`src/txt_video_pkg.sv`:
```
// ****************************************
// Text layer video package
// Screen geometry, scan position and pixel types
// ****************************************
`default_nettype none

package txt_video_pkg;

    // Geometry is fixed by the board
    localparam int H_TOTAL    = 320;        // Pixel enables per line
    localparam int V_TOTAL    = 264;        // Lines per frame
    localparam int H_VISIBLE  = 256;
    localparam int V_VISIBLE  = 256;
    localparam int TILE_COLS  = 32;         // 8 pixel wide tiles
    localparam int TILE_ROWS  = 32;         // 8 line high tiles
    localparam int TILE_COUNT = TILE_COLS * TILE_ROWS;
    localparam int ROM_DEPTH  = 2048;       // 256 codes x 8 rows

    typedef logic [7:0]  coord_t;           // Visible x or y
    typedef logic [8:0]  scan_cnt_t;        // Raw counter, blanking included
    typedef logic [7:0]  tile_code_t;
    typedef logic [3:0]  tile_colour_t;
    typedef logic [9:0]  tile_idx_t;        // Tile row then column
    typedef logic [10:0] rom_addr_t;        // Code then pixel row
    typedef logic [7:0]  rom_row_t;         // One 8 pixel row, bit per pixel

    // Where the scan is right now
    typedef struct packed {
        coord_t h;
        coord_t v;
        logic   visible;                    // Inside 256x256
    } scan_pos_t;

    // One output pixel, tagged with its own position
    typedef struct packed {
        logic         valid;
        coord_t       h;
        coord_t       v;
        tile_colour_t colour;
        logic         opaque;               // Set where the ROM bit is 1
    } txt_pixel_t;

endpackage

`default_nettype wire

```
`src/txt_video_timing.sv`:
```
// ****************************************
// Text layer video timing
// Pixel enable, h/v counters and blanking
// ****************************************
`timescale 1ns/10ps
`default_nettype none

module txt_video_timing import txt_video_pkg::*; (
    input  wire logic clk,
    input  wire logic reset,
    output logic      pxl_cen,              // High on every second clk
    output scan_pos_t scan_pos
);

    scan_cnt_t h_cnt;                       // 0..319, one step per pixel
    scan_cnt_t v_cnt;                       // 0..263

    // Divide by two
    always_ff @(posedge clk) begin
        if (reset) begin
            pxl_cen <= 1'b0;
        end else begin
            pxl_cen <= ~pxl_cen;
        end
    end

    always_ff @(posedge clk) begin
        if (reset) begin
            h_cnt <= '0;
            v_cnt <= '0;
        end else if (pxl_cen) begin
            if (h_cnt == scan_cnt_t'(H_TOTAL - 1)) begin
                h_cnt <= '0;                // End of line
                if (v_cnt == scan_cnt_t'(V_TOTAL - 1)) begin
                    v_cnt <= '0;            // End of frame
                end else begin
                    v_cnt <= v_cnt + 1'b1;
                end
            end else begin
                h_cnt <= h_cnt + 1'b1;
            end
        end
    end

    // Low bits only, blanking is flagged by visible
    assign scan_pos.h       = h_cnt[7:0];
    assign scan_pos.v       = v_cnt[7:0];
    assign scan_pos.visible = (h_cnt < H_VISIBLE) && (v_cnt < V_VISIBLE);

    // Wrap must be hit exactly, the scan reads rely on h[2:0] cycling
    a_h_in_range: assert property (
        @(posedge clk) disable iff (reset) h_cnt < scan_cnt_t'(H_TOTAL)
    ) else $error("h counter ran past the line length");

endmodule

`default_nettype wire

```
`config.mk`:
```
export PLATFORM = sky130hd
export DESIGN_NAME = txt_video_timing
export DESIGN_NICKNAME = d
export VERILOG_FILES = /design/src/txt_video_pkg.sv /design/src/txt_video_timing.sv
export SDC_FILE = /design/constraint.sdc
export NUM_CORES = 1
export LEC_CHECK = 0
export BUFFER_PORTS_ARGS = -buffer_cell sky130_fd_sc_hd__buf_2
export CAP_MARGIN = 5
export CORE_MARGIN = 5
export CORE_UTILIZATION = 55
export CTS_CLUSTER_SIZE = 30
export DETAILED_ROUTE_END_ITERATION = 8
export PLACE_DENSITY_LB_ADDON = 0.3
export SETUP_SLACK_MARGIN = 0.15
export SYNTH_ARGS = -nofsm -noshare
export SYNTH_HDL_FRONTEND = slang
export SYNTH_SLANG_ARGS = --single-unit
```
`constraint.sdc`:
```
create_clock -name clk -period 4.07 [get_ports clk]
set_input_delay 0.814 -clock clk [delete_from_list [all_inputs] [get_ports clk]]
set_output_delay 0.814 -clock clk [all_outputs]
set_load 0.01 [all_outputs]
```
==> summary.txt <==
Synthesis
  – Area share of and/or/nand/nor cells after synthesis: about 28%
  – Main combinational cell family by area after synthesis: simple AND/OR/NAND/NOR gates
  – Synthesized area: ~1000 um^2
  – Synth Instances: 121
  – Warnings from Yosys: 0
  – Synth Area in XOR/XNOR: 5.85%
  – Post-synthesis compound-gate area fraction: 10.5%
  – Portion of the post-synthesis area used by sequential elements: a little over a third
  – Syn_nets: 125
  – Count of cell types in the netlist: 30
  – Adder-cell share of the synthesized area: between 2 and 2.5%
  – Flops & latches, synth: 19
  – Mux cell area share after synthesis: 1.91%
  – Mean instance size in the synthesized netlist: between 8 and 9 um^2

Clocking
  – # hold bufs at CTS: 0
  – Clock Latency Late Sink: ~300 ps
  – Clock Tree Root: sky130_fd_sc_hd__clkbuf_4
  – Total CTS buffers: 3
  – Maximum root-to-sink buffer count: 2
  – Number of sinks driven by the clock tree: 19
  – Buffer count from post-CTS setup fixing: 0
  – H-Tree Depth: 1
  – CTS tree: done
  – Cells resized by post-CTS repair: 0
  – CTS clock-pin slew for the worst setup and hold paths: 100 ps

Outcome
  – Outcome: finished clean

Floorplanning
  – Die boundary width: 53.7 um
  – Initial core utilization: 59.4%
  – Standard cell core area: 1760 um^2
  – Number of standard-cell rows in the floorplan: 15
  – Die area: 2880 um^2
  – Vert. Die Dim: 53.7 um
  – Number of top-level pins: 20

STA
  – Clock period minus worst slack: 2240 ps
  – Worst slew margin relative to its limit: 42.1%
  – Count of endpoints failing setup in the final report: 0
  – Slew @ Worst Pin: 861 ps
  – Total negative slack: 0 ps
  – Post-route clock skew: 2.72 ps
  – Hold violation total from the final report: 0
  – Crit share post-route: 55.1%
  – Max Clk Rate: approximately 450 MHz
  – Count of pins over their slew limit: 0
  – Unrepaired setup endpoints after global routing: false

Setup path
  – Critical Path End Type: flop
  – Worst Path Arrival: 2470 ps
  – Max Fanout on Critical Path: 9
  – Setup Crit Path Kind: reg2reg
  – CP startpoint kind: flop
  – Required arrival time at the worst endpoint: approximately 4300 ps

GRT
  – First-pass GRT wire length: 3.39 mm
  – Total congestion overflow: 0
  – Number of antenna violations at the first check in global routing: 0
  – Maximum number of pins on one net before global-route repair: 27
  – GRT Total Usage: around 16%
  – Vias in the first global route: 768

Finish
  – Filler Cells Inserted: 193
  – Area Overhead vs Synth: 0.120%
  – Area of combinational cells with multiple inputs: 505 um^2
  – Fraction of layout instances using a drive strength above 1: 21.0%
  – Cell area after layout: between 1000 and 1500 um^2
  – Number of antenna cells inserted: 0
  – Area taken by flip-flops and latches: 380 um^2
  – Final net count: 129

Detailed routing
  – Total number of vias: 831
  – Mean number of vias per cell: 5.58
  – DR WL/cell: 12.8 um
  – Routed wire length: approximately 1.9 mm
  – Post-detailed-route count of antenna-violating nets: 0
  – Pre-antenna DRT Iters: 4
  – Total DRC errors in the routed layout: 0
  – Drt first-iter violations: 29

Power and ir drop
  – Switching part of the total power: 22.4%
  – Clock network power share: 31.3%
  – VDD IR max: about 0.25 mV
  – Net switching power of the design: about 0.067 mW
  – Total power per unit cell area: 285 nW/um^2
  – Sequential share of power: 64.2%
  – Combinational group share of total power: 4.6%
  – Internal power of the cells: 0.232 mW
  – Leakage: 0.401 nW

Placed design
  – Gpl congestion: 0.817
  – Final HPWL DP: 1.42 mm
  – Count of port buffers added during placement: 19
  – Post-detailed-placement cell area: about 1000 um^2

Worst hold path
  – Type of the tightest min-delay check: reg2reg

Run
  – Count of maximum capacitance violations: 0
-- critical path, stage by stage (launching register included) --
cell                      delay (ps)
sky130_fd_sc_hd__dfxtp_1         400
sky130_fd_sc_hd__ha_1            240
sky130_fd_sc_hd__nand4_4         150
sky130_fd_sc_hd__or4_1           680
sky130_fd_sc_hd__or4_1           540
sky130_fd_sc_hd__a21oi_1         150
-- synthesized netlist by cell type (all sizes together) --
master,instances,area [um^2]
nor2,9,33.8
or2,1,6.26
or4,3,22.5
nor3,6,30.0
xnor2,4,35.0
a31o,1,8.76
buf,20,151
nor4,2,18.8
ha,2,25.0
nand4,5,46.3
inv,3,11.3
o21ai,1,5.00
nand2,11,41.3
and4,1,8.76
a21oi,8,40.0
nand3,2,10.0
nand3b,1,7.51
or2b,1,7.51
o32ai,3,26.3
or3,3,18.8
nor2b,2,12.5
xor2,3,26.3
o31ai,4,30.0
mux2i,2,20.0
nand2b,4,25.0
dfxtp,19,380
-- final timing paths --
kind,end,slack (ps),from,depth (start not counted)
hold reg to reg,v_cnt[8]$_SDFFE_PP0P_,510,v_cnt[8]$_SDFFE_PP0P_,2
setup / recovery,v_cnt[7]$_SDFFE_PP0P_,1830,h_cnt[0]$_SDFFE_PP0P_,5
hold / removal,v_cnt[8]$_SDFFE_PP0P_,510,v_cnt[8]$_SDFFE_PP0P_,2
setup reg to reg,v_cnt[7]$_SDFFE_PP0P_,1830,h_cnt[0]$_SDFFE_PP0P_,5
-- cell usage in the layout, fill, tap and decap left out, drive strengths merged, types with 2 or more instances in the layout --
| master | instances |
|---|---|
| or3 | 3 |
| o32ai | 3 |
| a21oi | 8 |
| xnor2 | 4 |
| buf | 19 |
| clkbuf | 4 |
| nand3 | 2 |
| xor2 | 3 |
| nor4 | 2 |
| or4 | 3 |
| nand4 | 5 |
| nor2 | 9 |
| mux2i | 2 |
| o31ai | 4 |
| nor2b | 2 |
| ha | 2 |
| nand2 | 11 |
| nand2b | 4 |
| inv | 3 |
| nor3 | 6 |
| dfxtp | 19 |
-- sequential cells by signal, summed over array words and instances (netlist names) --
register and count:
h_cnt 9, v_cnt 9, pxl_cen 1
-- cells by family after synthesis --
kind of cell	after synthesis
simple gates	51
buf+inv	23
flops	19
compound gates	17
xor+xnor	7
mux	2
fa+ha+maj	2
-- power groups by stage --
stage	registers, mW	clock network (mW)	logic (mW)
2_1_floorplan	0.195	0	0.0149
6_report	0.192	0.0936	0.0137
3_5_place_dp	0.197	0	0.0139
3_3_place_gp	0.196	0	0.0140
4_1_cts	0.192	0.0970	0.0139
5_1_grt	0.193	0.107	0.0151
-- area by class of cell --
class / count / share of cell area [%]
Multi-Input combinational cell: 79 / 48.2
Sequential cell: 19 / 36.2
Timing Repair Buffer: 19 / 9.06
Tap cell: 25 / 2.98
Clock buffer: 4 / 2.50
Inverter: 3 / 1.07
-- per-layer routing --
| layer | wire [um] | track usage (%) | vias up |
|---|---|---|---|
| met5 | 0 | 0 | - |
| met4 | 44 | 7.66 | 0 |
| met3 | 79 | 3.60 | 6 |
| met2 | 921 | 27.4 | 15 |
| met1 | 865 | 18.8 | 395 |
| li1 | - | - | 415 |
-- metrics by stage --
| step | utilization (%) | total power, mW | setup WS (ps) | hold WS [ps] | std cells |
|---|---|---|---|---|---|
| 5_1_grt | 59.5 | 0.315 | 1640 | 551 | 149 |
| 3_3_place_gp | 58.0 | 0.210 | 1920 | 490 | 145 |
| 6_report | 59.5 | 0.299 | 1830 | 515 | 149 |
| 4_1_cts | 59.5 | 0.303 | 1830 | 520 | 149 |
| 2_1_floorplan | - | 0.210 | 2000 | 459 | 121 |
| 3_5_place_dp | 58.0 | 0.210 | 1840 | 502 | 145 |
Note: power is estimated with default switching activity, not from simulation.
