**config.mk**
```make
export PLATFORM = sky130hd
export DESIGN_NAME = txt_pixel_shifter
export DESIGN_NICKNAME = d
export VERILOG_FILES = /design/src/txt_video_pkg.sv /design/src/txt_pixel_shifter.sv
export SDC_FILE = /design/constraint.sdc
export NUM_CORES = 1
export LEC_CHECK = 0
export BUFFER_PORTS_ARGS = -buffer_cell sky130_fd_sc_hd__buf_2
export CAP_MARGIN = 15
export CORE_MARGIN = 5
export CORE_UTILIZATION = 55
export CTS_BUF_LIST = sky130_fd_sc_hd__clkbuf_4 sky130_fd_sc_hd__clkbuf_8
export DETAILED_ROUTE_END_ITERATION = 10
export GPL_TIMING_DRIVEN = 0
export PLACE_DENSITY = 0.78
export SLEW_MARGIN = 20
export SYNTH_ARGS = -nofsm -noshare
export SYNTH_HDL_FRONTEND = slang
export SYNTH_SLANG_ARGS = --single-unit
export TNS_END_PERCENT = 20
```
**constraint.sdc**
```tcl
create_clock -name clk -period 3.1 [get_ports clk]
set_clock_uncertainty 0.2 [all_clocks]
set_input_delay 0.465 -clock clk [delete_from_list [all_inputs] [get_ports clk]]
set_output_delay 0.465 -clock clk [all_outputs]
set_load 0.01 [all_outputs]
```
**src/txt_video_pkg.sv**
```systemverilog
// ****************************************
// Text layer video package
// Screen geometry, scan position and pixel types
// ****************************************
`default_nettype none

package txt_video_pkg;

    // Geometry is fixed by the board
    localparam int H_TOTAL    = 320;        // Pixel enables per line
    localparam int V_TOTAL    = 264;        // Lines per frame
    localparam int H_VISIBLE  = 256;
    localparam int V_VISIBLE  = 256;
    localparam int TILE_COLS  = 32;         // 8 pixel wide tiles
    localparam int TILE_ROWS  = 32;         // 8 line high tiles
    localparam int TILE_COUNT = TILE_COLS * TILE_ROWS;
    localparam int ROM_DEPTH  = 2048;       // 256 codes x 8 rows

    typedef logic [7:0]  coord_t;           // Visible x or y
    typedef logic [8:0]  scan_cnt_t;        // Raw counter, blanking included
    typedef logic [7:0]  tile_code_t;
    typedef logic [3:0]  tile_colour_t;
    typedef logic [9:0]  tile_idx_t;        // Tile row then column
    typedef logic [10:0] rom_addr_t;        // Code then pixel row
    typedef logic [7:0]  rom_row_t;         // One 8 pixel row, bit per pixel

    // Where the scan is right now
    typedef struct packed {
        coord_t h;
        coord_t v;
        logic   visible;                    // Inside 256x256
    } scan_pos_t;

    // One output pixel, tagged with its own position
    typedef struct packed {
        logic         valid;
        coord_t       h;
        coord_t       v;
        tile_colour_t colour;
        logic         opaque;               // Set where the ROM bit is 1
    } txt_pixel_t;

endpackage

`default_nettype wire

```
**src/txt_pixel_shifter.sv**
```systemverilog
// ****************************************
// Text layer pixel shifter
// Row latch, flip-aware shift and pixel output
// ****************************************
`timescale 1ns/10ps
`default_nettype none

module txt_pixel_shifter import txt_video_pkg::*; (
    input  wire logic         clk,
    input  wire logic         reset,
    input  wire logic         pxl_cen,
    input  wire scan_pos_t    scan_pos,
    input  wire logic         flip,         // Mirror each tile row
    input  wire rom_row_t     row,
    input  wire tile_colour_t colour,
    output txt_pixel_t        pixel
);

    // Row for a tile is latched as the scan leaves it
    localparam int PIPE_LEN = 8;

    rom_row_t     shift_row;
    tile_colour_t tile_colour;
    scan_pos_t    pos_dly [PIPE_LEN];       // Scan position, oldest at the end
    logic         load;
    logic         out_bit;

    assign load    = (scan_pos.h[2:0] == 3'd7);
    assign out_bit = flip ? shift_row[7] : shift_row[0];

    always_ff @(posedge clk) begin
        if (pxl_cen) begin
            if (load) begin
                shift_row   <= row;         // Old row's last bit goes out this cycle
                tile_colour <= colour;
            end else if (flip) begin
                shift_row <= {shift_row[6:0], 1'b0};
            end else begin
                shift_row <= {1'b0, shift_row[7:1]};
            end
        end
    end

    // Coordinates ride along with the data
    always_ff @(posedge clk) begin
        if (reset) begin
            for (int i = 0; i < PIPE_LEN; i++) begin
                pos_dly[i] <= '0;
            end
        end else if (pxl_cen) begin
            pos_dly[0] <= scan_pos;
            for (int i = 1; i < PIPE_LEN; i++) begin
                pos_dly[i] <= pos_dly[i-1];
            end
        end
    end

    // Valid strobes once per pixel, blanking stays low
    always_ff @(posedge clk) begin
        if (reset) begin
            pixel <= '0;
        end else begin
            pixel.valid <= pxl_cen && pos_dly[PIPE_LEN-1].visible;
            if (pxl_cen) begin
                pixel.h      <= pos_dly[PIPE_LEN-1].h;
                pixel.v      <= pos_dly[PIPE_LEN-1].v;
                pixel.colour <= tile_colour;
                pixel.opaque <= out_bit;
            end
        end
    end

endmodule

`default_nettype wire

```
==> Implementation_results.wiki <==
{| class="wikitable"
! Metric !! Value
|-
| Result of the run || finished clean
|-
| Setup Crit Path Kind || input port to flip-flop
|-
| Count of state elements after synthesis || 170
|-
| Site row count || 39
|-
| Detailed-route via count || 3080
|-
| Htree depth || 4
|-
| Utilization after layout || 64.4%
|-
| Share of layout cells above drive strength 1 || 21.2%
|-
| DRT antenna net count || 0
|-
| Adder and majority cell fraction of the synthesized area || 0%
|-
| Highest ir drop seen on vdd || 0.615 mV
|-
| Remaining design rule violation count || 0
|-
| Cell at the root of the clock tree || sky130_fd_sc_hd__clkbuf_8
|-
| Peak clock frequency supported by timing || 404 MHz
|-
| Crit end category || flip-flop
|-
| Number of primary I/O pins || 55
|-
| Starting utilization of the core area || 56.1%
|-
| Setup TNS after final layout || 0 ns
|-
| Final estimated routing congestion in global placement || 0.761
|-
| Number of buffers inserted during clock tree synthesis || 17
|-
| Vias/cell || 4.87
|-
| Unrepaired setup endpoints after global routing || no
|-
| Max_cap viols || 0
|-
| Share of synthesized area occupied by flip-flops and latches || 76.2%
|-
| Slowest stage cell on the critical path || sky130_fd_sc_hd__or2_4
|-
| Global-route wire length before repair || 14000 µm
|-
| Share of flip-flops with an asynchronous set or reset after synthesis || 0%
|-
| Total congestion overflow || 0
|-
| Ant. Diodes || 0
|-
| Final max-slew violation count || 0
|-
| Worst-case setup slack after placement || 0.121 ns
|-
| Synthesized-area fraction occupied by ao, oa, aoi and oai cells || 0.664%
|-
| Reported leakage power || 2.98 nW
|-
| Simple logic cell fraction of the synthesized area || 15.9%
|-
| Initial antenna violation count || 0
|-
| Category of the worst setup path launch point || input port
|-
| Global router's overall resource usage || 12.7%
|-
| Count of final setup violators || 0
|-
| Clock input transition at the sequential cells of the worst setup and hold paths || 0.08 ns
|-
| Synthesized netlist net count || 435
|-
| Routed wirelength normalized by instance count || 13.2 µm
|-
| Worst-case clock buffer depth || 2
|-
| Post-synthesis instance area || 0.00641 mm²
|-
| Worst Tran Pin Value || 0.610 ns
|-
| Cell breakdown of the critical path || buf_2, buf_4, buf_2, or2_4, buf_12, buf_12
|-
| Worst slew margin relative to its limit || 59.4%
|-
| Worst-case setup margin in the final layout || 0.622 ns
|-
| Sum of routed wire length over all layers || 8360 µm
|-
| Post-layout nets || 510
|-
| Post-synthesis cell type count || 19
|-
| Most common flop cell mapped by yosys || sky130_fd_sc_hd__edfxtp_1
|-
| Warnings from Yosys || 0
|-
| Gate count after technology mapping || 402
|-
| Input/output buffers || 50
|-
| Synth top cells by count || 148 x sky130_fd_sc_hd__edfxtp_1, 104 x sky130_fd_sc_hd__and2_1, 35 x sky130_fd_sc_hd__nor2b_1
|-
| Top-count cell post-synth || sky130_fd_sc_hd__edfxtp_1
|-
| Final cycle utilization of the critical path || 79.9%
|-
| Syn Area/Cell || 15.9 µm²
|-
| Leading cell types by total area after synthesis || sky130_fd_sc_hd__edfxtp_1 69%, sky130_fd_sc_hd__and2_1 10%, sky130_fd_sc_hd__dfxtp_1 6.9%, sky130_fd_sc_hd__mux2i_1 4.2%, sky130_fd_sc_hd__nor2b_1 3.4%
|-
| CTS tree || done
|-
| Cell Count Post-Placement || 597
|-
| XOR/XNOR Fraction of Synth Area || 0%
|-
| Power after layout || 0.00457 W
|-
| Clock sink total || 170
|-
| Class of the most critical hold timing path || input port to flip-flop
|-
| Synth-to-Final Area Change || 14.8%
|-
| First-pass iteration count of the detailed router || 4
|-
| Skew-Pair Late Insertion Delay || 0.44 ns
|-
| Core box area || 0.0114 mm²
|-
| Data arrival time at the worst-slack endpoint || 2.40 ns
|-
| Final Hold Vio Count || 0
|-
| Required time of the critical path || 3.03 ns
|-
| Horizontal extent of the die || 118 µm
|-
| Number of non-filler instances in the completed layout || 633
|-
| Ratio of total power to cell area || 621 mW/mm²
|-
| Cell type with the largest total area after synthesis || sky130_fd_sc_hd__edfxtp_1
|-
| Via count of the first global-routing pass || 3170
|-
| Post-CTS setup buffer count || 0
|-
| Die ar. || 0.0139 mm²
|-
| Worst path max stage delay || 0.57 ns
|-
| Post-DP HPWL || 5600 µm
|-
| CP Max Fanout || 47
|-
| Time the worst path needs with I/O delays and setup || 2.48 ns
|-
| Portion of netlist area occupied by mux cells || 4.45%
|-
| Vertical extent of the die || 118 µm
|-
| Number of enable flip-flop cells after synthesis || 148
|-
| Filler cells || 807
|-
| Initial drt markers || 172
|-
| Maximum number of pins on one net before global-route repair || 48
|-
| Share of the synthesized area in the top cell type || 69.4%
|-
| Combinational family with the most area after synthesis || simple AND/OR/NAND/NOR gates
|}
==> final timing paths <==
path / startpoint / end / slack (ns) / cells past startpoint
setup / recovery: pxl_cen / pos_dly[0][7]$_SDFFCE_PN0P_ / 0.62 / 6
hold / removal: scan_pos[8] / pos_dly[0][8]$_SDFFCE_PN0P_ / 0.10 / 2
setup reg to reg: shift_row[1]$_DFFE_PP_ / shift_row[0]$_DFFE_PP_ / 1.86 / 2
hold reg to reg: pos_dly[1][65]$_SDFFCE_PP0P_ / pixel[18]$_SDFFE_PP0P_ / 0.29 / 2
==> critical path: cells and delay by family <==
kind | cells | cell delay, ns
buffers and inverters | 5 | 1.33
and+or+nand+nor | 1 | 0.57
==> repair_timing <==
item,in CTS,in global routing
gates resized for setup,0,0
endpoints found under the hold margin,4,0
hold buffers,4,0
==> final cells by class <==
cell class	instances	area, µm²	area share (%)
Buffer	25	176	2.40
Clock buffer	18	241	3.28
Clock inverter	14	198	2.69
Multi-Input combinational cell	207	1350	18.3
Sequential cell	170	4880	66.4
Tap cell	143	179	2.43
Timing Repair Buffer	56	330	4.49
==> placed cells by master (no fill, tap or decap), drive strengths merged, types with 4 or more instances in the layout <==
cell type    count
clkinv           5
clkbuf          22
nor2b           35
nand4            7
dlygate4sd3      4
clkinvlp         4
edfxtp         148
mux2i           27
bufinv           4
o21ai            7
buf             73
nor2            21
dfxtp           22
and2           104
==> cells by family after synthesis <==
kind of cell	Yosys count
DFF	170
and+or+nand+nor	171
muxes	28
buffers and inverters	25
AOI/OAI and AO/OA	8
==> metal layers <==
layer  global-route usage [%]  share of wire [%]  vias up
met4                     5.16                1.4        0
met5                        0                  0        -
met3                     4.76                5.4       11
met1                     14.0                 41     1450
li1                         -                  -     1556
met2                     22.1                 52       63
==> flip-flops by register name, indices dropped and copies added (netlist names) <==
register,cells
pos_dly,136
shift_row,8
pixel,22
tile_colour,4
==> metrics by stage <==
stage	instance area [µm²]	hold WS [ns]
floorplan	6410	0.220
global placement	6840	0.231
detailed placement	6880	0.248
CTS	7360	0.0789
global route	7360	0.0726
finish	7360	0.103
==> where the power goes <==
part           switching (W)  total [W]  internal, W
Sequential         0.0000355    0.00268      0.00264
Clock               0.000767    0.00166     0.000891
Combinational       0.000127   0.000233     0.000106
Total               0.000930    0.00457      0.00364
Note: power is estimated with default switching activity, not from simulation.
