`src/txt_bus_pkg.sv`:
```
// ****************************************
// Text layer CPU bus package
// Write request, regions and address unscramble
// ****************************************
`default_nettype none

package txt_bus_pkg;

    typedef logic [11:0] cpu_addr_t;        // Region in 11:10, tile index below
    typedef logic [7:0]  cpu_data_t;
    typedef logic [1:0]  region_t;

    // Address bits 11:10
    localparam region_t REGION_TILE   = 2'd0;
    localparam region_t REGION_COLOUR = 2'd1;
    // Regions 2 and 3 are accepted and dropped

    typedef struct packed {
        cpu_addr_t addr;
        cpu_data_t data;
    } cpu_wr_t;

    // Board wiring reverses the low ten address lines
    function automatic cpu_addr_t unscramble_addr(input cpu_addr_t addr);
        cpu_addr_t plain;
        plain[11:10] = addr[11:10];         // Region bits come through straight
        for (int i = 0; i < 10; i++) begin
            plain[i] = addr[9 - i];
        end
        return plain;
    endfunction

endpackage

`default_nettype wire

```
`src/txt_cpu_port.sv`:
```
// ****************************************
// Text layer CPU write port
// Credit flow write queue with address unscramble
// ****************************************
`timescale 1ns/10ps
`default_nettype none

module txt_cpu_port import txt_bus_pkg::*; #(
    parameter int WQ_DEPTH = 4              // Also the host's starting credits
) (
    input  wire logic    clk,
    input  wire logic    reset,
    input  wire cpu_wr_t cpu_req,           // Address still scrambled
    input  wire logic    cpu_valid,
    output logic         credit_return,     // One clk per write leaving the queue
    output logic         wr_pending,
    output cpu_wr_t      wr_req,            // Head entry, plain address
    input  wire logic    wr_taken
);

    localparam int PTR_W = (WQ_DEPTH > 1) ? $clog2(WQ_DEPTH) : 1;
    localparam int CNT_W = $clog2(WQ_DEPTH + 1);

    typedef logic [PTR_W-1:0] wq_ptr_t;
    typedef logic [CNT_W-1:0] wq_cnt_t;

    cpu_wr_t queue [WQ_DEPTH];
    wq_ptr_t wr_ptr;
    wq_ptr_t rd_ptr;
    wq_cnt_t count;                         // Entries held
    logic    full;
    logic    push;
    logic    pop;

    // Depth need not be a power of two
    function automatic wq_ptr_t ptr_next(input wq_ptr_t ptr);
        if (ptr == wq_ptr_t'(WQ_DEPTH - 1)) begin
            return '0;
        end
        return ptr + 1'b1;
    endfunction

    assign full = (count == wq_cnt_t'(WQ_DEPTH));
    assign push = cpu_valid && !full;       // Overflow is a host bug, never stored
    assign pop  = wr_taken && wr_pending;

    // Address is unscrambled on the way in
    always_ff @(posedge clk) begin
        if (push) begin
            queue[wr_ptr].addr <= unscramble_addr(cpu_req.addr);
            queue[wr_ptr].data <= cpu_req.data;
        end
    end

    always_ff @(posedge clk) begin
        if (reset) begin
            wr_ptr        <= '0;
            rd_ptr        <= '0;
            count         <= '0;
            credit_return <= 1'b0;
        end else begin
            credit_return <= pop;           // Written or dropped, credit comes back
            if (push) begin
                wr_ptr <= ptr_next(wr_ptr);
            end
            if (pop) begin
                rd_ptr <= ptr_next(rd_ptr);
            end
            case ({push, pop})
                2'b10:   count <= count + 1'b1;
                2'b01:   count <= count - 1'b1;
                default: count <= count;    // Both or neither
            endcase
        end
    end

    // Head of queue, region bits still select the RAM downstream
    assign wr_pending = (count != '0);
    assign wr_req     = queue[rd_ptr];

    // Host sends only while it holds a credit
    a_no_overflow: assert property (
        @(posedge clk) disable iff (reset) cpu_valid |-> !full
    ) else $error("write queue overflow, host ran out of credits");

    // Store only takes what is offered
    a_no_underflow: assert property (
        @(posedge clk) disable iff (reset) wr_taken |-> wr_pending
    ) else $error("write taken from an empty queue");

endmodule

`default_nettype wire

```
`config.mk`:
```
export PLATFORM = sky130hd
export DESIGN_NAME = txt_cpu_port
export DESIGN_NICKNAME = d
export VERILOG_FILES = /design/src/txt_bus_pkg.sv /design/src/txt_cpu_port.sv
export SDC_FILE = /design/constraint.sdc
export NUM_CORES = 1
export LEC_CHECK = 0
export BUFFER_PORTS_ARGS = -buffer_cell sky130_fd_sc_hd__clkbuf_2
export CAP_MARGIN = 10
export CORE_UTILIZATION = 51
export CTS_BUF_LIST = sky130_fd_sc_hd__clkbuf_16
export DETAILED_ROUTE_END_ITERATION = 10
export PLACE_DENSITY_LB_ADDON = 0.08
export SLEW_MARGIN = 10
export SYNTH_ARGS = -nofsm -noshare
export SYNTH_HDL_FRONTEND = slang
export SYNTH_SLANG_ARGS = --single-unit
```
`constraint.sdc`:
```
create_clock -name clk -period 2.3 [get_ports clk]
set_input_delay 0.23 -clock clk [delete_from_list [all_inputs] [get_ports clk]]
set_output_delay 0.23 -clock clk [all_outputs]
set_load 0.1 [all_outputs]
```
==> results_dict.tcl, run 1 <==
set metrics [dict create \
    comb_power_share 0.422 \
    setup.worst_path.start "count[0]" \
    die_height_um 83.5 \
    outcome "finished clean" \
    setup_viol 0 \
    crit_required_ns 2.55 \
    clk_path_buf_depth 2 \
    grt_overflow 0 \
    power.share.switching 0.381 \
    antenna_found_initial 0 \
    r2r-start "count[0]" \
    critPathKind "reg2reg" \
    slowest_stage "or3b_4" \
    final_core_util 0.679 \
    vias_per_cell 5.59 \
    start_util 0.531 \
    holdCritPathClass "in2reg" \
    r2r_cells 9 \
    end_kind "flip-flop" \
    ctsHoldBuffers 0 \
    layout.cells.non_filler 295 \
    min_to "queue[3][1]" \
    rr_endpoint "count[2]" \
    area_delta_synth_final_pct 28.0 \
    syn_area_um2 3390 \
    first_pass_iters 4 \
    powerDensity_nw_per_um2 1390 \
    seqPwrFrac 0.347 \
    cts_num_sinks 90 \
    drc 0 \
    irDropWorstVdd_mv 0.838 \
    cts.htree.levels 3 \
    hold_viol 0 \
    ant_nets 0 \
    max_stage_delay_ns 0.40 \
    routed_wl_um 5590 \
    grtUsageTotal 0.181 \
    p_int_mw 3.74 \
    r2r_setup_slack_ns 0.09 \
    vias 1648 \
    fmax_mhz 453 \
    io_buffers 45 \
    synthesis.nets 189 \
    cts-root-buf "clkbuf_16" \
    row_count 29 \
    cts_tree "done" \
    max_slew.worst_pin.slew_ns 1.09 \
    worstPathCellList "or3b_4, and2_4, inv_2, ha_2, inv_1, fa_2, xor2_1, or3_1, a21oi_1" \
    synth_cell_types 24 \
    p_sw_mw 2.30 \
    ios 46 \
    coreArea_um2 6390 \
    critPathLaunchType "flip-flop" \
    fp.dieW_um 83.5 \
    hold_depth 1 \
    antenna_cells 0 \
    ys.warnings.count 0 \
    holdWs_ns 0.120 \
    cp_max_fo 5 \
    gp_congestion 0.718 \
    slew_viol_final 0 \
    rsz0062_at_grt "no" \
    maxSlewHeadroom 0.272 \
    min_from "cpu_req[1]" \
    place_hpwl_um 3640 \
    synth-seq-cells 90 \
    die_area_um2 6970 \
    drive_gt1_frac 0.440 \
    wl_per_cell_um 18.9 \
    fin_skew_ns 0.00509 \
    place_inst 278 \
    maxCapViolCount 0 \
    clock_latency_ns 0.33 \
    netlist_instances 158 \
    finalCriticalPeriod_ns 2.21 \
    syn_area_per_cell_um2 21.4 \
    leakagePower_nw 1.54 \
    grt_pass1_vias 1806 \
    grt_pass1_wl_um 9110 \
    fin_nets 244 \
    drtIter0Drc 71 \
    cts_inserted_buffers 9 \
    pwr-share-clk 0.231 \
    clkTransAtPathRegs_ns 0.06 \
    grt_max_degree 21 \
    arrival_ns 2.46 \
    min_period_over_period 0.960 \
    yosysSeqAreaShare 0.768 \
]
==> power groups by stage <==
stage | registers [mW] | clock network, mW | logic (mW)
floorplan | 2.09 | 0 | 1.73
global placement | 2.11 | 0 | 2.52
detailed placement | 2.13 | 0 | 2.55
CTS | 2.10 | 1.43 | 2.57
global route | 2.12 | 1.51 | 2.65
finish | 2.10 | 1.39 | 2.55
==> cell usage after synthesis <==
cell	number	area (um2)
nand3_1	1	5.00
and2_4	1	8.76
mux4_2	20	450
dfxtp_1	10	200
edfxtp_1	80	2400
a21oi_1	3	15.0
and3_1	4	25.0
o31ai_2	2	25.0
inv_2	1	3.75
mux2i_1	2	20.0
or3_2	1	7.51
buf_2	2	10.0
nand2b_1	2	12.5
inv_1	6	22.5
or3_1	2	12.5
xor2_1	2	17.5
fa_1	1	20.0
nor3_1	1	5.00
nor2_1	5	18.8
or3b_4	1	11.3
nand2_1	1	3.75
o21ai_0	1	5.00
clkbuf_1	3	11.3
ha_1	6	75.1
==> how the worst max path moves through the flow <==
| stage | to | slack [ns] | cells past startpoint |
|---|---|---|---|
| 4_1_cts | count[2] | 0.02 | 9 |
| 3_5_place_dp | count[2] | -0.04 | 9 |
| 3_3_place_gp | count[2] | 0.07 | 9 |
| 5_1_grt | count[2] | 0.004 | 9 |
| 2_1_floorplan | count[2] | 0.12 | 9 |
| 6_report | count[2] | 0.09 | 9 |
==> state kept, by name, indices dropped and copies added, names as in the netlist, named ones only <==
register       cells
count              3
credit_return      1
queue             80
rd_ptr             2
wr_ptr             2
==> worst max-delay path: cells and delay by family, from the launching register on <==
family	cells	cell delay (ns)
xor gates and xnor gates	1	0.16
adders and majority gates	2	0.50
DFF	1	0.35
and+or+nand+nor	3	0.91
buffers and inverters	2	0.10
AOI/OAI and AO/OA	1	0.12
==> routing by layer <==
metal,vias to the layer above,global-route usage,share of wire
met3,4,0.0593,0.037
met5,-,0,0
met4,0,0.0693,0.0084
met2,35,0.308,0.54
li1,744,-,-
met1,865,0.216,0.42
==> cells by family after synthesis <==
kind of cell,count (synthesis),synth area share
XOR/XNOR,2,0.00517
AO/OA/AOI/OAI,6,0.0133
buffers and inverters,12,0.0140
multiplexers,22,0.139
adder cells (fa/ha/maj),7,0.0281
AND/OR/NAND/NOR,19,0.0325
flip-flops,90,0.768
==> metrics by stage <==
step	power, mW	TNS (ns)	setup WS, ns	instance area (um2)
floorplan	3.82	0	0.120	3390
global placement	4.63	0	0.0743	4030
detailed placement	4.68	-0.0401	-0.0401	4030
CTS	6.11	0	0.0157	4330
global route	6.27	0	0.00370	4340
finish	6.04	0	0.0923	4340
==> what timing repair did <==
item	4_1_cts	5_1_grt
buffers inserted	1	0
endpoints found under the setup margin	1	1
resized for setup	4	1
pin swaps	1	1
==> cell usage in the layout (no fill, tap or decap) <==
cell,instances
inv_1,6
inv_6,1
dfxtp_2,4
dfxtp_1,6
inv_2,1
xor2_1,2
o21ai_0,1
nand2_1,1
or3_2,1
or3b_4,1
clkinv_4,1
ha_2,1
a21oi_1,3
buf_4,3
clkinv_1,1
nand2b_1,2
bufinv_16,1
clkbuf_2,25
clkinv_2,2
clkbuf_16,9
mux4_2,20
nor2_1,5
and2_4,1
o31ai_2,2
and3_1,4
edfxtp_1,80
mux2i_1,2
nand3_1,1
fa_2,1
buf_12,21
nor3_1,1
clkinvlp_4,1
ha_1,5
or3_1,2
==> final cells by class <==
type | count | area (um2)
clock buffer | 9 | 225
clock inverter | 7 | 68.8
timing repair buffer | 49 | 568
sequential | 90 | 2610
multi-input combinational | 56 | 743
tap | 77 | 96.3
fill | 444 | 2050
inverter | 7 | 26.3
Power figures use the tool's default switching activity.
==> run 2: changes to the inputs <==
--- a/constraint.sdc
+++ b/constraint.sdc
@@ -3,2 +3,2 @@
 set_output_delay 0.23 -clock clk [all_outputs]
-set_load 0.1 [all_outputs]
+set_load 0.02 [all_outputs]
==> run 2 against run 1 <==
Largest cell class unchanged. Design area decreased by 6.3%. Non-clock buffer count increased by 1. Cell count increased by 0.34%. Fmax decreased by 1.5%. Clock power increased by 6%.
==> results_dict.tcl, run 2 (synthesized netlist as in run 1, its figures left out) <==
set metrics [dict create \
    outcome "finished clean" \
    min_from "cpu_req[7]" \
    fp.dieW_um 83.5 \
    grt_max_degree 21 \
    vias_per_cell 5.43 \
    fmax_mhz 446 \
    die_area_um2 6970 \
    cts-root-buf "clkbuf_16" \
    antenna_found_initial 0 \
    area_delta_synth_final_pct 19.9 \
    vias 1608 \
    slew_viol_final 0 \
    regMostFlops "queue" \
    maxCapViolCount 0 \
    cts.htree.levels 3 \
    layout_commonest_cell "edfxtp_1" \
    fin_area_um2 4060 \
    clkTransAtPathRegs_ns 0.06 \
    r2r_cells 9 \
    first_pass_iters 7 \
    nFillCells 446 \
    max_slew.worst_pin.slew_ns 1.07 \
    reg_top3 "queue x80, count x3" \
    fin_nets 245 \
    drive_gt1_frac 0.416 \
    p_sw_mw 1.24 \
    r2r_setup_slack_ns 0.06 \
    hold_depth 1 \
    cts_num_sinks 90 \
    tns_ns 0 \
    rr_endpoint "count[2]" \
    ant_nets 0 \
    setup_viol 0 \
    pwr-share-clk 0.316 \
    clk_path_buf_depth 2 \
    rsz0062_at_grt "no" \
    placed_area_um2 3720 \
    holdCritPathClass "in2reg" \
    finalCriticalPeriod_ns 2.24 \
    powerDensity_nw_per_um2 1150 \
    ctsHoldBuffers 0 \
    routed_wl_um 5460 \
    antenna_cells 0 \
    p_int_mw 3.41 \
    io_buffers 45 \
    seqCellArea_um2 2610 \
    clock_latency_ns 0.33 \
    holdWs_ns 0.119 \
    crit_required_ns 2.56 \
    comb_power_share 0.234 \
    coreArea_um2 6390 \
    largest_reg_flops 80 \
    drtIter0Drc 59 \
    grt_pass1_wl_um 8740 \
    row_count 29 \
    fin_skew_ns 0.00466 \
    hold_viol 0 \
    start_util 0.531 \
    end_kind "flip-flop" \
    final_core_util 0.636 \
    total_power_mw 4.65 \
    multi_input_area_um2 751 \
    grt_overflow 0 \
    cp_max_fo 5 \
    critPathLaunchType "flip-flop" \
    critPathKind "reg2reg" \
    ios 46 \
    wl_per_cell_um 18.4 \
    gp_congestion 0.686 \
    setup_slack_ns 0.0597 \
    maxSlewHeadroom 0.284 \
    grtUsageTotal 0.173 \
    power.share.switching 0.266 \
    cts_tree "done" \
    r2r-start "count[0]" \
    min_period_over_period 0.974 \
    seqPwrFrac 0.450 \
    place_inst 278 \
    min_to "queue[3][7]" \
    irDropWorstVdd_mv 0.745 \
    arrival_ns 2.50 \
    place_hpwl_um 3500 \
    drc 0 \
    leakagePower_nw 1.46 \
    post-place-ws_ns -0.0262 \
    cts_inserted_buffers 9 \
    die_height_um 83.5 \
    grt_pass1_vias 1762 \
    layout.cells.non_filler 296 \
    layout_common_cells "80 x edfxtp_1, 45 x clkbuf_2, 20 x mux4_2" \
]
[run 2: repair_timing]
item / 4_1_cts / 5_1_grt
resized for setup: 3 / 2
setup endpoints to repair: 1 / 1
endpoints found under the hold margin: 0 / 0
pin swaps: 1 / 0
setup buffers: 0 / 2
[run 2: power groups by stage]
stage	clock, mW	combinational (mW)	sequential, mW
final	1.47	1.09	2.09
after global routing	1.56	1.18	2.12
after CTS	1.49	1.07	2.10
after detailed placement	0	1.06	2.13
after global placement	0	1.03	2.11
after floorplan	0	0.775	2.07
[run 2: per-layer routing]
layer  global-route usage  up-vias  share of wire
met5                    0        -              0
met2                0.305       31           0.56
li1                     -      749              -
met4               0.0847        0          0.012
met3               0.0504        6          0.039
met1                0.193      822           0.39
[run 2: final cells by class]
class                   instances  area share
repair buffers                 50      0.0678
multi-input cells              56       0.185
inverters                       7     0.00647
flip-flops and latches         90       0.642
clock inverters                 7      0.0194
well taps                      77      0.0237
clock buffers                   9      0.0555
[run 2: worst max path at each step]
stage               startpoint  endpoint  slack, ns
finish                count[0]  count[2]       0.06
detailed placement    count[2]  count[2]      -0.03
global placement      count[2]  count[2]       0.08
global route          count[0]  count[2]      0.004
CTS                   count[0]  count[2]      0.004
floorplan             count[2]  count[2]       0.12
[run 2: worst max-delay path: stages (launching register included)]
cell and delay [ns]:
dfxtp_4 0.36, or3b_4 0.40, and2_4 0.19, inv_2 0.07, ha_4 0.14, inv_1 0.05
fa_1 0.37, xor2_1 0.16, or3_1 0.31, a21oi_1 0.14
